File: src/hdl/nic_switch_pkg.sv
`default_nettype none

package nic_switch_pkg;

    // ==================================================
    // Widths
    // ==================================================

    // Two MAC ingress ports plus two host-to-card ports
    localparam int NUM_PORTS = 4;

    // Port index, also the width of tid and tdest
    localparam int PORT_WID = 2;

    // Beat width, cut down from the 512-bit datapath
    localparam int DATA_BYTES = 8;
    localparam int DATA_WID = DATA_BYTES * 8;

    // Per-source packet sequence number, wraps
    localparam int SEQ_WID = 8;

    // ==================================================
    // Types
    // ==================================================

    typedef logic [PORT_WID-1:0] port_t;

    // Metadata carried in tuser on the switch outputs
    typedef struct packed {
        logic [SEQ_WID-1:0] seq;
        port_t              src;
    } switch_meta_t;

    // One stream beat, valid and ready travel beside it
    typedef struct packed {
        logic [DATA_WID-1:0]   data;
        logic [DATA_BYTES-1:0] keep;
        logic                  last;
        port_t                 tid;
        port_t                 tdest;
        switch_meta_t          user;
    } axis_beat_t;

    // Arbiter holds a grant for a whole packet
    typedef enum logic {
        ARB_IDLE,
        ARB_PKT
    } arb_state_t;

endpackage : nic_switch_pkg

`default_nettype wire
File: src/hdl/nic_switch.sv
`default_nettype none

module nic_switch #(
    parameter int NUM_PORTS = nic_switch_pkg::NUM_PORTS
) (
    input  logic                       axis_clk,
    input  logic                       rst_n,
    input  nic_switch_pkg::axis_beat_t in_beat   [NUM_PORTS],
    input  logic                       in_valid  [NUM_PORTS],
    output logic                       in_ready  [NUM_PORTS],
    output nic_switch_pkg::axis_beat_t out_beat  [NUM_PORTS],
    output logic                       out_valid [NUM_PORTS],
    input  logic                       out_ready [NUM_PORTS]
);
    import nic_switch_pkg::*;

    // ==================================================
    // Stage links
    // ==================================================

    axis_beat_t arb_beat;
    logic       arb_valid;
    logic       arb_ready;
    port_t      arb_src;

    axis_beat_t stamp_beat;
    logic       stamp_valid;
    logic       stamp_ready;

    // Packet-granular round robin over the four inputs
    ingress_arbiter #(
        .NUM_PORTS (NUM_PORTS)
    ) arb_i (
        .axis_clk  (axis_clk),
        .rst_n     (rst_n),
        .in_beat   (in_beat),
        .in_valid  (in_valid),
        .in_ready  (in_ready),
        .arb_beat  (arb_beat),
        .arb_valid (arb_valid),
        .arb_ready (arb_ready),
        .arb_src   (arb_src)
    );

    // Source port and sequence number into tid and tuser
    meta_stamper #(
        .NUM_PORTS (NUM_PORTS)
    ) stamp_i (
        .axis_clk    (axis_clk),
        .rst_n       (rst_n),
        .arb_beat    (arb_beat),
        .arb_valid   (arb_valid),
        .arb_ready   (arb_ready),
        .arb_src     (arb_src),
        .stamp_beat  (stamp_beat),
        .stamp_valid (stamp_valid),
        .stamp_ready (stamp_ready)
    );

    // Steer by tdest
    egress_demux #(
        .NUM_PORTS (NUM_PORTS)
    ) demux_i (
        .axis_clk    (axis_clk),
        .rst_n       (rst_n),
        .stamp_beat  (stamp_beat),
        .stamp_valid (stamp_valid),
        .stamp_ready (stamp_ready),
        .out_beat    (out_beat),
        .out_valid   (out_valid),
        .out_ready   (out_ready)
    );

endmodule : nic_switch

`default_nettype wire

File: src/hdl/egress_demux.sv
`default_nettype none

module egress_demux #(
    parameter int NUM_PORTS = nic_switch_pkg::NUM_PORTS
) (
    input  logic                       axis_clk,
    input  logic                       rst_n,
    input  nic_switch_pkg::axis_beat_t stamp_beat,
    input  logic                       stamp_valid,
    output logic                       stamp_ready,
    output nic_switch_pkg::axis_beat_t out_beat  [NUM_PORTS],
    output logic                       out_valid [NUM_PORTS],
    input  logic                       out_ready [NUM_PORTS]
);
    import nic_switch_pkg::*;

    // ==================================================
    // Destination decode
    // ==================================================

    // Ports 0 and 1 are MAC egress, 2 and 3 card-to-host
    port_t                target;
    logic                 accept;
    logic [NUM_PORTS-1:0] load_vec;
    logic [NUM_PORTS-1:0] vld_q;

    assign target = stamp_beat.tdest;

    // Only the addressed register matters, the others may stay full
    assign stamp_ready = !vld_q[target] || out_ready[target];
    assign accept      = stamp_valid && stamp_ready;

    always_comb begin
        for (int i = 0; i < NUM_PORTS; i++) begin
            load_vec[i] = accept && (target == port_t'(i));
        end
    end

    // ==================================================
    // Per-port output registers
    // ==================================================

    always_ff @(posedge axis_clk or negedge rst_n) begin
        if (!rst_n) begin
            vld_q <= '0;
        end else begin
            for (int i = 0; i < NUM_PORTS; i++) begin
                if (load_vec[i]) begin
                    vld_q[i] <= 1'b1;
                end else if (out_ready[i]) begin
                    vld_q[i] <= 1'b0;
                end
            end
        end
    end

    always_ff @(posedge axis_clk) begin
        for (int i = 0; i < NUM_PORTS; i++) begin
            if (load_vec[i]) begin
                out_beat[i] <= stamp_beat;
            end
        end
    end

    always_comb begin
        for (int i = 0; i < NUM_PORTS; i++) begin
            out_valid[i] = vld_q[i];
        end
    end

    // One input beat never lights two outputs
    single_rise_a : assert property (
        @(posedge axis_clk) disable iff (!rst_n)
        $onehot0(vld_q & ~$past(vld_q))
    );

endmodule : egress_demux

`default_nettype wire

File: src/hdl/meta_stamper.sv
`default_nettype none

module meta_stamper #(
    parameter int NUM_PORTS = nic_switch_pkg::NUM_PORTS
) (
    input  logic                       axis_clk,
    input  logic                       rst_n,
    input  nic_switch_pkg::axis_beat_t arb_beat,
    input  logic                       arb_valid,
    output logic                       arb_ready,
    input  nic_switch_pkg::port_t      arb_src,
    output nic_switch_pkg::axis_beat_t stamp_beat,
    output logic                       stamp_valid,
    input  logic                       stamp_ready
);
    import nic_switch_pkg::*;

    // ==================================================
    // Sequence counters, one per source
    // ==================================================

    logic [SEQ_WID-1:0] seq_cnt [NUM_PORTS];
    logic               accept;
    axis_beat_t         stamped;

    assign arb_ready = !stamp_valid || stamp_ready;
    assign accept    = arb_valid && arb_ready;

    // Count moves only on last, so a packet keeps one number
    always_ff @(posedge axis_clk or negedge rst_n) begin
        if (!rst_n) begin
            for (int i = 0; i < NUM_PORTS; i++) begin
                seq_cnt[i] <= '0;
            end
        end else if (accept && arb_beat.last) begin
            seq_cnt[arb_src] <= seq_cnt[arb_src] + 1'b1;
        end
    end

    always_comb begin
        stamped          = arb_beat;
        stamped.tid      = arb_src;
        stamped.user.src = arb_src;
        stamped.user.seq = seq_cnt[arb_src];
    end

    // ==================================================
    // Output register
    // ==================================================

    always_ff @(posedge axis_clk or negedge rst_n) begin
        if (!rst_n) begin
            stamp_valid <= 1'b0;
        end else if (arb_ready) begin
            stamp_valid <= arb_valid;
        end
    end

    always_ff @(posedge axis_clk) begin
        if (accept) begin
            stamp_beat <= stamped;
        end
    end

    // tid and the tuser source field describe the same port, and the number
    // shown is the one that source's counter handed out
    src_match_a : assert property (
        @(posedge axis_clk) disable iff (!rst_n)
        stamp_valid |-> (stamp_beat.tid == stamp_beat.user.src)
            && (seq_cnt[stamp_beat.user.src]
                == stamp_beat.user.seq + SEQ_WID'(stamp_beat.last))
    );

endmodule : meta_stamper

`default_nettype wire

File: src/hdl/ingress_arbiter.sv
`default_nettype none

module ingress_arbiter #(
    parameter int NUM_PORTS = nic_switch_pkg::NUM_PORTS
) (
    input  logic                       axis_clk,
    input  logic                       rst_n,
    input  nic_switch_pkg::axis_beat_t in_beat   [NUM_PORTS],
    input  logic                       in_valid  [NUM_PORTS],
    output logic                       in_ready  [NUM_PORTS],
    output nic_switch_pkg::axis_beat_t arb_beat,
    output logic                       arb_valid,
    input  logic                       arb_ready,
    output nic_switch_pkg::port_t      arb_src
);
    import nic_switch_pkg::*;

    // ==================================================
    // State
    // ==================================================

    arb_state_t state;
    port_t      rr_ptr;
    port_t      grant;
    logic       run;

    port_t pick;
    logic  pick_ok;
    port_t sel;
    logic  sel_ok;
    logic  space;
    logic  take;

    // Inputs stay blocked for one cycle after reset release
    always_ff @(posedge axis_clk or negedge rst_n) begin
        if (!rst_n) begin
            run <= 1'b0;
        end else begin
            run <= 1'b1;
        end
    end

    // First valid port at or after the pointer
    always_comb begin
        pick = rr_ptr;
        pick_ok = 1'b0;
        // Walk backwards so the nearest port wins
        for (int k = NUM_PORTS - 1; k >= 0; k--) begin
            if (in_valid[(int'(rr_ptr) + k) % NUM_PORTS]) begin
                pick = port_t'((int'(rr_ptr) + k) % NUM_PORTS);
                pick_ok = 1'b1;
            end
        end
    end

    assign sel    = (state == ARB_IDLE) ? pick : grant;
    assign sel_ok = (state == ARB_IDLE) ? pick_ok : 1'b1;
    assign space  = !arb_valid || arb_ready;
    assign take   = run && space && sel_ok && in_valid[sel];

    always_comb begin
        for (int i = 0; i < NUM_PORTS; i++) begin
            in_ready[i] = run && space && sel_ok && (sel == port_t'(i));
        end
    end

    // ==================================================
    // Grant FSM
    // ==================================================

    always_ff @(posedge axis_clk or negedge rst_n) begin
        if (!rst_n) begin
            state  <= ARB_IDLE;
            rr_ptr <= '0;
            grant  <= '0;
        end else if (take) begin
            if (in_beat[sel].last) begin
                // Packet done, next search starts past this port
                state  <= ARB_IDLE;
                rr_ptr <= port_t'((int'(sel) + 1) % NUM_PORTS);
            end else begin
                state <= ARB_PKT;
                grant <= sel;
            end
        end
    end

    // ==================================================
    // Output register
    // ==================================================

    always_ff @(posedge axis_clk or negedge rst_n) begin
        if (!rst_n) begin
            arb_valid <= 1'b0;
        end else if (space) begin
            arb_valid <= take;
        end
    end

    always_ff @(posedge axis_clk) begin
        if (take) begin
            arb_beat <= in_beat[sel];
            arb_src  <= sel;
        end
    end

    // Source of the packet now leaving the output register
    logic  out_open;
    port_t out_src;

    always_ff @(posedge axis_clk or negedge rst_n) begin
        if (!rst_n) begin
            out_open <= 1'b0;
            out_src  <= '0;
        end else if (arb_valid && arb_ready) begin
            out_open <= !arb_beat.last;
            out_src  <= arb_src;
        end
    end

    // The grant holds for a whole packet, so its beats leave with one source
    grant_hold_a : assert property (
        @(posedge axis_clk) disable iff (!rst_n)
        (arb_valid && out_open) |-> (arb_src == out_src)
    );

endmodule : ingress_arbiter

`default_nettype wire

File: config.mk
export PLATFORM = sky130hd
export DESIGN_NAME = nic_switch
export DESIGN_NICKNAME = d
export VERILOG_FILES = /design/src/hdl/nic_switch_pkg.sv /design/src/hdl/nic_switch.sv /design/src/hdl/egress_demux.sv /design/src/hdl/meta_stamper.sv /design/src/hdl/ingress_arbiter.sv
export SDC_FILE = /design/constraint.sdc
export NUM_CORES = 1
export LEC_CHECK = 0
export BUFFER_PORTS_ARGS = -buffer_cell sky130_fd_sc_hd__buf_2
export CAP_MARGIN = 20
export CORE_AREA = 8 8 275 277
export DETAILED_ROUTE_END_ITERATION = 7
export DIE_AREA = 0 0 283 285
export GPL_TIMING_DRIVEN = 0
export PLACE_DENSITY_LB_ADDON = 0.08
export SLEW_MARGIN = 40
export SYNTH_ARGS = -nofsm -noshare
export SYNTH_HDL_FRONTEND = slang
export SYNTH_SLANG_ARGS = --single-unit
export TNS_END_PERCENT = 5
File: constraint.sdc
create_clock -name axis_clk -period 9.4 [get_ports axis_clk]
set_input_delay 1.88 -clock axis_clk [delete_from_list [all_inputs] [get_ports axis_clk]]
set_output_delay 1.88 -clock axis_clk [all_outputs]
set_load 0.03 [all_outputs]
# ---- After elaboration in Yosys (flattened, before gate mapping)
# Cells that the tools add are included.
dict set report word_totals {
  reg_bits 546
  out_inout_bits 356
}
dict set report classes {
  n_addsub 5
  order_cmp 9
  n_eq_ne 6
  n_mux 48
  n_bitwise 11
  reduce_logical 32
}
# operator n
set ops {}
lappend ops {{binary-select mux 87 bit (select 2 bit)} 1}
lappend ops {{two-way mux 87 bit} 2}
lappend ops {{greater-or-equal comparator 32 x 3 -> 1 bit (second input constant)} 4}
lappend ops {{NOT 32 bit} 3}
lappend ops {{bitwise mux 32 bit} 1}
lappend ops {{NOT 2 -> 32 bit} 1}
lappend ops {{two-way mux 1 bit} 27}
lappend ops {{two-way mux 8 bit} 3}
lappend ops {{binary-select mux 8 bit (select 2 bit)} 1}
lappend ops {{demux 8 bit (select 2 bit)} 1}
lappend ops {{logical AND 1 bit} 15}
lappend ops {{binary-select mux 1 bit (select 2 bit)} 7}
lappend ops {{two-way mux 2 bit} 5}
lappend ops {{greater-or-equal comparator 3 bit (second input constant)} 3}
lappend ops {{NOT 2 -> 3 bit} 3}
lappend ops {{adder 8 x 1 -> 8 bit (second input constant)} 1}
lappend ops {{equality test 2 bit (second input constant)} 4}
lappend ops {{nonzero test 2 bit} 4}
lappend ops {{OR reduction 2 bit} 3}
lappend ops {{adder 2 x 1 -> 2 bit (second input constant)} 2}
lappend ops {{adder 2 bit (second input constant)} 2}
lappend ops {{equality test 2 x 1 -> 1 bit (second input constant)} 2}
lappend ops {{zero test 2 bit} 2}
lappend ops {{AND reduction 2 bit} 2}
lappend ops {{other kinds (6)} 12}

# ---- Logic depth before layout (Yosys ltp)
# Gate-level depths: netlist (run 1).
dict set report depth {
  word_depth 18
  depth_mapped 9
  mapped_depth_nobuf 7
}

# ---- Hierarchy
# Synthesis (run 1) repeated with hierarchy kept, for this count alone.
dict set report hier_totals {
  hier_cells 999
  area_unflattened_um2 20134.3
}
# mod instances cells_per_inst area_each_um2 seq_area_each_um2
set by_module_without_submodules {}
lappend by_module_without_submodules {egress_demux 1 368 10691.5 10550.1}
lappend by_module_without_submodules {ingress_arbiter 1 374 5162.5 2847.7}
lappend by_module_without_submodules {meta_stamper 1 257 4280.4 3378.2}

# ---- Least setup slack after synthesis (run 1)
# No wires, ideal clock.
dict set report synth_timing {
  path_type {input-to-reg}
  from {in out_ready[0] (netlist bit)}
  to {reg, netlist name demux_i.out_beat[10]}
  setup_time_ns 0.539
  arrival_ns 5.764
  slack_ns 3.097
  cell_stages 2
  path_buffers 0
  cell_sequence {nand2b_1 > nor2b_1}
}
dict set report synth_between {
  elab_chain_cells 6
}
# item line
set synth_rtl {}
lappend synth_rtl {{start, declared} nic_switch.sv:13} ;# input logic out_ready [NUM_PORTS]
lappend synth_rtl {{binary-select mux 1 bit (select 2 bit)} egress_demux.sv:30} ;# assign stamp_ready = !vld_q[target] || out_ready[target];
lappend synth_rtl {{two-way mux 1 bit (not written as such) (2 in a row)} egress_demux.sv:30}
lappend synth_rtl {{logical OR 1 bit} egress_demux.sv:30}
lappend synth_rtl {{logical AND 1 bit} egress_demux.sv:31} ;# assign accept = stamp_valid && stamp_ready;
lappend synth_rtl {{logical AND 1 bit} egress_demux.sv:35} ;# load_vec[i] = accept && (target == port_t'(i));
lappend synth_rtl {{named net demux_i.load_vec[3]} egress_demux.sv:24} ;# logic [NUM_PORTS-1:0] load_vec;
# The timed path passes the listed nets, and every way through them passes these cells. The select of a mux whose other input is x is not followed.
# A chain may end at the register's enable or synchronous reset.

==> results of run 1 <==
-- layer usage --
metal  routed length [um]  track usage
met5                   12            0
met4                 1930       0.0485
met3                 3820       0.0365
met2                35000        0.284
met1                26800        0.189
-- flip-flops by register name (all words and copies together) (netlist names) --
register and count:
arb_i.arb_beat 75, arb_i.arb_src 2, arb_i.arb_valid 1, arb_i.grant 2, arb_i.rr_ptr 2, arb_i.run 1, arb_i.state 1, demux_i.out_beat 340
demux_i.vld_q 4, stamp_i.seq_cnt 32, stamp_i.stamp_beat 85, stamp_i.stamp_valid 1
-- final cells by class --
| class | instances | area (um2) |
|---|---|---|
| well taps | 950 | 1190 |
| plain buffers | 51 | 260 |
| flip-flops and latches | 546 | 16200 |
| repair buffers | 693 | 3960 |
| inverters | 86 | 330 |
| clock buffers | 82 | 1710 |
| diodes | 1 | 2.50 |
| clock inverters | 18 | 118 |
| multi-input cells | 387 | 2820 |
| fillers | 6838 | 44400 |
-- worst reg2reg max path, stage by stage (launching register included) --
cell      delay [ns]
edfxtp_1        0.58
and4bb_2        0.37
o41ai_4         0.48
o221ai_2        0.33
or2_4           0.38
inv_8           0.27
buf_16          0.31
o211a_1         0.26
mux2_2          0.34
-- layout by cell type, fill, tap and decap left out, types with 16 or more instances in the layout --
cell / count
dfrtp_1: 44
edfxtp_1: 502
inv_1: 85
buf_4: 16
a22oi_1: 75
mux2_2: 30
clkbuf_16: 65
nand2_1: 89
o211ai_1: 75
clkbuf_1: 35
buf_2: 670
-- worst max path at each step --
stage                     slack, ns              endpoint    startpoint  cells past startpoint
final                          3.06           in_ready[2]   in_valid[0]                     10
after detailed placement       3.04           in_ready[1]   in_valid[2]                     10
after CTS                      3.03           in_ready[1]   in_valid[2]                     10
after global placement        -1.42  demux_i.out_beat[74]  out_ready[0]                      3
after global routing           2.80           in_ready[2]   in_valid[0]                     10
after floorplan                3.10  demux_i.out_beat[10]  out_ready[0]                      2
-- power by group --
part	internal [mW]	switching, mW	total (mW)
combinational	0.769	1.84	2.61
clock	1.28	0.912	2.19
sequential	3.61	0.282	3.89
total	5.66	3.04	8.70
-- per-stage QoR --
step           setup TNS [ns]  hold WS, ns  instances  worst slack, ns
2_1_floorplan               0        0.400       1070             3.10
3_3_place_gp          -315.97        0.401       2683            -1.42
3_5_place_dp                0        0.405       2713             3.04
4_1_cts                     0        0.410       2813             3.03
5_1_grt                     0        0.420       2813             2.80
6_report                    0        0.412       2814             3.06
-- kinds of logic (layout without fill, tap and decap cells) --
family | Yosys count | count (layout)
compound gates | 193 | 193
xor+xnor | 6 | 6
fa+ha+maj | 1 | 1
buf+inv | 137 | 930
flops | 546 | 546
mux | 42 | 42
other cells | 1 | 2
simple gates | 144 | 144
==> qor.csv, run 1 <==
metric,value,unit
status,"finished, final reports clean",
num_rows,98,
htree_levels,2,
cts_tree,done,
clockRootBuffer,clkbuf_16,
synthAdderAreaFrac,0.000640,
drcViolationCount,0,
ioPinCount,714,
synth-simple-area-share,0.0347,
yosys-top-cells-area,"edfxtp_1 77%, dfrtp_1 5.6%, a22oi_1 2.9%",
cp_slowest_cell,buf_2,
vias_per_cell,4.39,
hpwl,51600,um
drive_gt1_frac,0.459,
synth-seq-cells,546,
rr_startpoint,stamp_i.stamp_beat[10],
path_cells,buf_2 > clkbuf_1 > o32ai_1 > o21ai_0 > a31oi_1 > buf_2 > buf_2 > inv_1 > nor2_1 > buf_2,
critical_path_class,primary input to output port,
ir_worst_vdd,137,uV
routed-via-count,12300,
hp-class,flip-flop to flip-flop,
crit_fanout,10,
r2r_setup_slack,5.98,ns
holdPathStages,0,
worst_pin_slew,0.687,ns
avgSynthCellArea,18.3,um2
min_to,stamp_i.stamp_beat[37],
placed_cell_area,0.0247,mm2
async_reset_ff_frac,0.0806,
synth_seq_area_share,0.828,
fin_util,0.374,
areaGrowthSynthToFinish,35.9,%
yosysMostFrequentCell,edfxtp_1,
synth.area.mux_share,0.0301,
setup_viol,0,
skew,0.0147,ns
grt_pass1_wl,94700,um
synth_xor_area_frac,0.00269,
cts_hold_buf,0,
clkTransAtPathRegs,0.06,ns
cts_made_buffers,60,
hold_violations,0,
critPathMostFrequentCell,buf_2,
cp_slowest_stage_delay,0.62,ns
end_kind,output port,
maxSlewViolCount,0,
yosysWarnings,0,
clock_latency,0.60,ns
yosysTopAreaCell,edfxtp_1,
critPathRequiredTime,7.52,ns
syn_area,0.0195,mm2
cap_violations,0,
fin_crit_sh,0.674,
min_from,arb_i.arb_beat[37],
first_pass_iters,5,
synthTopCellsByCount,"502 x edfxtp_1, 89 x nand2_1, 86 x inv_1",
p_leak,10.6,nW
synth_top_family_by_area,compound AO/OA/AOI/OAI gates,
netlist_instances,1070,
yosysTopAreaCellShare,0.771,
p_per_area,327,mW/mm2
stdcell_area,0.0266,mm2
die_area,0.0807,mm2
cts_buffer_depth,3,
grt.total_usage,0.159,
grt_pass1_vias,12900,
grt_antenna_before_repair,4,
synth_fp_nets,1429,
synth_cell_types,57,
ant_nets,0,
wl_per_cell,24.0,um
path_buf_inv,6,
fmax,158,MHz
die_w,283,um
grt_max_degree,45,
cts_resized,0,
portBuffers,663,
finalCriticalPeriod,6.34,ns
synth_compound_area_frac,0.0744,
fin_nets,2184,
gp_congestion,0.911,
cp.arrival,4.46,ns
synthFlopType,edfxtp_1,
p_total,8.70,mW
synth_edf_count,502,
rsz0062_at_grt,no,
start_util,0.275,
grt-ovfl-total,0,
cp_top_family,buffers and inverters,
crit_path_start_kind,primary input,
drt_iter0_markers,727,
post-cts-setup-buffers,0,
rr_endpoint,arb_i.grant[0],
routed_wl,67500,um
die_h,285,um
worstRegToRegCells,8,
relSlewSlack,0.542,
coreArea,0.0710,mm2
cts.sinks,546,
Power figures use the tool's default switching activity.
==> inputs of run 2 (changes only) <==
--- a/config.mk
+++ b/config.mk
@@ -5,6 +5,7 @@
 export SDC_FILE = /design/constraint.sdc
 export NUM_CORES = 1
 export LEC_CHECK = 0
+export ABC_AREA = 1
 export BUFFER_PORTS_ARGS = -buffer_cell sky130_fd_sc_hd__buf_2
 export CAP_MARGIN = 20
 export CORE_AREA = 8 8 275 277
==> constraint.sdc (replaced) <==
create_clock -name axis_clk -period 5.3 [get_ports axis_clk]
set_input_delay 1.06 -clock axis_clk [delete_from_list [all_inputs] [get_ports axis_clk]]
set_output_delay 1.06 -clock axis_clk [all_outputs]
set_load 0.03 [all_outputs]
==> qor.csv, run 2 <==
metric,value,unit
status,"finished, final reports clean",
drcViolationCount,0,
stdcell_area,0.0269,mm2
die_area,0.0807,mm2
skew,0.0327,ns
routed_wl,71200,um
vias_per_cell,4.41,
die_w,283,um
startpoint,in_valid[2],
p_switching,6.93,mW
fin_crit_sh,0.766,
critical_path_class,primary input to output port,
dpl.cell_count,2879,
ioPinCount,714,
gp_congestion,0.891,
rr_startpoint,stamp_i.stamp_beat[10],
worst_pin_slew,0.714,ns
sw_frac_of_total,0.382,
synth_cell_types,34,
rsz0062_at_grt,no,
synthTopCellsByCount,"502 x edfxtp_1, 314 x nand2_1, 80 x nand3_1",
maxSlewViolCount,0,
synthFlopType,edfxtp_1,
routed-via-count,13200,
rr_endpoint,stamp_i.seq_cnt[20],
wl_per_cell,23.8,um
setup_viol,0,
cts_buffer_depth,3,
final_common_cell,buf_2,
largest_reg_flops,340,
synth_fp_nets,1587,
fmax,246,MHz
critPathRequiredTime,4.24,ns
start_util,0.275,
drive_gt1_frac,0.426,
placed_cell_area,0.0249,mm2
crit_fanout,10,
comb_power_share,0.359,
p_per_area,674,mW/mm2
synth_seq_area_share,0.827,
ant_nets,0,
yosys-top-cells-area,"edfxtp_1 77%, nand2_1 6.0%, dfrtp_1 5.6%",
final_cells,2996,
grt_pass1_wl,98900,um
hpwl,55200,um
reg.largest.list,"demux_i.out_beat x340, stamp_i.stamp_beat x85, arb_i.arb_beat x75",
areaGrowthSynthToFinish,37.7,%
cts.sinks,546,
yosysMostFrequentCell,edfxtp_1,
p_leak,10.8,nW
top_register,demux_i.out_beat,
multi_input_area,0.00285,mm2
htree_levels,2,
p_total,18.1,mW
fin_nets,2350,
hold_slack,0.406,ns
clkTransAtPathRegs,0.06,ns
grt-ovfl-total,0,
grt_antenna_before_repair,14,
coreArea,0.0710,mm2
layout_common_cells,"671 x buf_2, 502 x edfxtp_1, 314 x nand2_1",
ff_latch_area,0.0162,mm2
syn_area,0.0195,mm2
endpoint,in_ready[1],
end_kind,output port,
cts_hold_buf,0,
clock_latency,0.61,ns
die_h,285,um
async_reset_ff_frac,0.0806,
clockRootBuffer,clkbuf_16,
relSlewSlack,0.524,
num_rows,98,
grt_max_degree,53,
finalWorstSetupSlack,1.24,ns
cts_resized,0,
cp.arrival,3.00,ns
cts_tree,done,
p_int,11.2,mW
p_seq_frac,0.407,
synth-seq-cells,546,
grt_pass1_vias,13300,
power_frac_clock,0.234,
worstRegToRegCells,12,
hp-class,flip-flop to flip-flop,
cts_made_buffers,60,
ir_worst_vdd,288,uV
portBuffers,665,
grt.total_usage,0.167,
cap_violations,0,
netlist_instances,1228,
avgSynthCellArea,15.9,um2
fillers,6856,
finalCriticalPeriod,4.06,ns
drt_iter0_markers,891,
pre_cts_slack,1.10,ns
yosysWarnings,0,
r2r_setup_slack,1.93,ns
post-cts-setup-buffers,0,
yosysTopAreaCell,edfxtp_1,
yosysTopAreaCellShare,0.771,
first_pass_iters,7,
hold_violations,0,
crit_path_start_kind,primary input,
synth_edf_count,502,
-- run 2: worst max-delay path: stages --
cell and delay [ns]:
buf_2 0.11, inv_1 0.07, nand2_1 0.07, and2_1 0.17, nand2_1 0.05, o21ai_1 0.06
inv_2 0.09, nand3_1 0.10, nand3_2 0.11, nand2_2 0.11, nor2_2 0.29, buf_6 0.28
inv_1 0.09, nor2_1 0.09, buf_2 0.22
-- run 2: kinds of logic after synthesis --
logic type,share of synthesized area
DFF,0.827
and+or+nand+nor,0.0982
AOI/OAI and AO/OA,0.0424
buffers and inverters,0.0289
xor gates and xnor gates,0.00224
adders and majority gates,0.000640
other,0.000192
-- run 2: power groups by stage --
stage               Clock [mW]  Combinational, mW  Sequential (mW)
CTS                       4.38               6.76             7.41
floorplan                    0               2.73             8.25
global placement             0               6.26             7.70
global route              4.52               7.07             7.53
finish                    4.25               6.51             7.38
detailed placement           0               6.74             7.48
-- run 2: metal layers --
metal  vias to the layer above  part of all wire  GRT usage
li1                       6021                 -          -
met1                      6518              0.40      0.200
met2                       519              0.50      0.292
met3                       130             0.072     0.0464
met4                        14             0.029     0.0474
met5                         -            0.0013          0
-- run 2: worst min path at each step --
stage                                   from  slack [ns]                      to  depth (start not counted)
after floorplan           arb_i.arb_beat[10]        0.40  stamp_i.stamp_beat[10]                          0
after CTS                 arb_i.arb_beat[84]        0.40  stamp_i.stamp_beat[84]                          0
after global routing      arb_i.arb_beat[84]        0.41  stamp_i.stamp_beat[84]                          0
after detailed placement  arb_i.arb_beat[15]        0.40  stamp_i.stamp_beat[15]                          0
after global placement    arb_i.arb_beat[57]        0.40  stamp_i.stamp_beat[57]                          0
final                     arb_i.arb_beat[84]        0.41  stamp_i.stamp_beat[84]                          0
-- run 2: area by class of cell --
class / instances / share of cell area
Timing Repair Buffer: 701 / 0.152
Sequential cell: 546 / 0.601
Multi-Input combinational cell: 577 / 0.106
Antenna cell: 4 / 0.000372
Tap cell: 950 / 0.0442
Clock buffer: 71 / 0.0589
Clock inverter: 42 / 0.0166
Buffer: 46 / 0.0126
Inverter: 59 / 0.00860
-- run 2: per-stage QoR --
stage,setup TNS [ns],util
2_1_floorplan,-105.19,-
3_3_place_gp,-1817.39,0.339
3_5_place_dp,0,0.350
4_1_cts,0,0.379
5_1_grt,0,0.379
6_report,0,0.379
==> inputs of run 3 (changes only) <==
==> constraint.sdc (replaced) <==
create_clock -name axis_clk -period 3.9 [get_ports axis_clk]
set_input_delay 0.78 -clock axis_clk [delete_from_list [all_inputs] [get_ports axis_clk]]
set_output_delay 0.78 -clock axis_clk [all_outputs]
set_load 0.03 [all_outputs]
==> qor.csv, run 3 (synthesized netlist as in run 2, its figures left out) <==
metric,value,unit
cts.sinks,546,
layout_common_cells,"671 x buf_2, 502 x edfxtp_1, 314 x nand2_1",
pre_cts_slack,0.250,ns
cts_buffer_depth,3,
finalWorstSetupSlack,0.311,ns
cp_slowest_stage_delay,0.37,ns
drcViolationCount,0,
critPathMostFrequentCell,nand2_1,
critPathRequiredTime,3.12,ns
critical_path_class,flip-flop to output port,
largest_reg_flops,340,
cts_tree,done,
cap_violations,0,
end_kind,output port,
grt_antenna_before_repair,6,
skew,0.0216,ns
drt_iter0_markers,995,
hold_violations,0,
portBuffers,665,
fmax,279,MHz
vias_per_cell,4.39,
ir_worst_vdd,851,uV
grt_pass1_vias,13200,
fillers,6872,
grt_pass1_wl,99600,um
cp_slowest_cell,dfrtp_1,
drive_gt1_frac,0.428,
final_common_cell,buf_2,
ioPinCount,714,
setup_viol,0,
die_area,0.0807,mm2
routed_wl,72000,um
cp_top_family,simple AND/OR/NAND/NOR gates,
routed-via-count,13100,
htree_levels,2,
cp.arrival,2.81,ns
grt.total_usage,0.169,
cts_made_buffers,60,
diodes,0,
coreArea,0.0710,mm2
reg.largest.list,"demux_i.out_beat x340, stamp_i.stamp_beat x85, arb_i.arb_beat x75",
clockRootBuffer,clkbuf_16,
p_leak,10.8,nW
r2r_setup_slack,0.56,ns
grt-ovfl-total,0,
grt_max_degree,56,
ant_nets,0,
p_per_area,917,mW/mm2
crit_path_start_kind,flip-flop,
fin_nets,2351,
finalCriticalPeriod,3.59,ns
fin_crit_sh,0.920,
hp-class,primary input to asynchronous set/reset pin,
clock_latency,0.61,ns
wl_per_cell,24.1,um
status,"finished, final reports clean",
gp_congestion,0.897,
hold_slack,0.196,ns
die_h,285,um
rsz0062_at_grt,no,
path_buf_inv,6,
path_cells,buf_6 > inv_4 > nand2_1 > nand2_1 > nand2_1 > nand2_1 > inv_1 > nand2_1 > nand3_1 > nand3_2 > nand2_2 > nor2_4 > buf_12 > inv_1 > nor2_1 > buf_2,
fin_util,0.378,
timing.setup.tns,0,ns
top_register,demux_i.out_beat,
crit_fanout,10,
first_pass_iters,4,
maxSlewViolCount,0,
relSlewSlack,0.498,
hpwl,55300,um
areaGrowthSynthToFinish,37.4,%
num_rows,98,
start_util,0.275,
clkTransAtPathRegs,0.06,ns
die_w,283,um
worst_pin_slew,0.752,ns
-- run 3: cell count changes in the layout (fill, tap and decap cells not counted), moves of 3 or more --
cell      before  now
buf_4         23   26
inv_6          1    5
diode_2        4    0
clkinv_1      14    9
-- run 3: power by group --
| part | leakage (nW) | switching, mW | internal, mW |
|---|---|---|---|
| clock network | 0.965 | 2.33 | 3.34 |
| logic | 4.63 | 6.49 | 2.48 |
| registers | 5.19 | 0.751 | 9.26 |
-- run 3: layout make-up --
class                   count  area (um2)  share of cell area
flip-flops and latches    546       16200               0.602
repair buffers            702        4090               0.152
multi-input cells         577        2850               0.106
clock buffers              73        1570              0.0584
well taps                 950        1190              0.0442
clock inverters            39         413              0.0154
plain buffers              46         350              0.0130
inverters                  59         231             0.00861
-- run 3: worst paths after layout --
kind,from,cells after the start,to
max in group asynchronous,rst_n,1,stamp_i.seq_cnt[29]
min in group axis_clk,out_ready[0],2,demux_i.vld_q[3]
hold reg to reg,arb_i.arb_beat[49],0,stamp_i.stamp_beat[49]
setup reg to reg,stamp_i.stamp_beat[11],12,stamp_i.seq_cnt[18]
hold / removal,rst_n,1,stamp_i.seq_cnt[4]
setup / recovery,arb_i.rr_ptr[0],16,in_ready[1]
-- run 3: repair_timing --
item | in CTS | in global routing
hold buffers | 0 | 0
pin swaps | 0 | 1
resized for setup | 1 | 2
setup endpoints to repair | 1 | 1
buffers inserted | 0 | 3
-- run 3: metal layers --
metal / vias up / track usage / wire [um]
li1: 6019 / - / -
met1: 6540 / 0.201 / 28600
met2: 483 / 0.305 / 37800
met3: 84 / 0.0406 / 4390
met4: 6 / 0.0379 / 1200
met5: - / 0 / 30
-- run 3: worst reg2reg max path: stages, from the launching register on --
cell and delay [ns]:
edfxtp_1 0.54, nand2_1 0.22, nor2_1 0.06, a31oi_1 0.15
o221ai_1 0.17, nand3_1 0.17, nand2_1 0.16, inv_8 0.27
buf_16 0.30, nand2_1 0.24, nor2_1 0.37, clkbuf_1 0.41
o21ai_0 0.15
-- run 3: per-stage QoR --
stage	total power, mW	cells	cell area, um2
floorplan	14.9	1228	19600
detailed placement	19.3	2877	24900
CTS	25.1	2989	26800
global placement	18.9	2843	24100
finish	24.6	2992	26900
global route	25.9	2992	26900
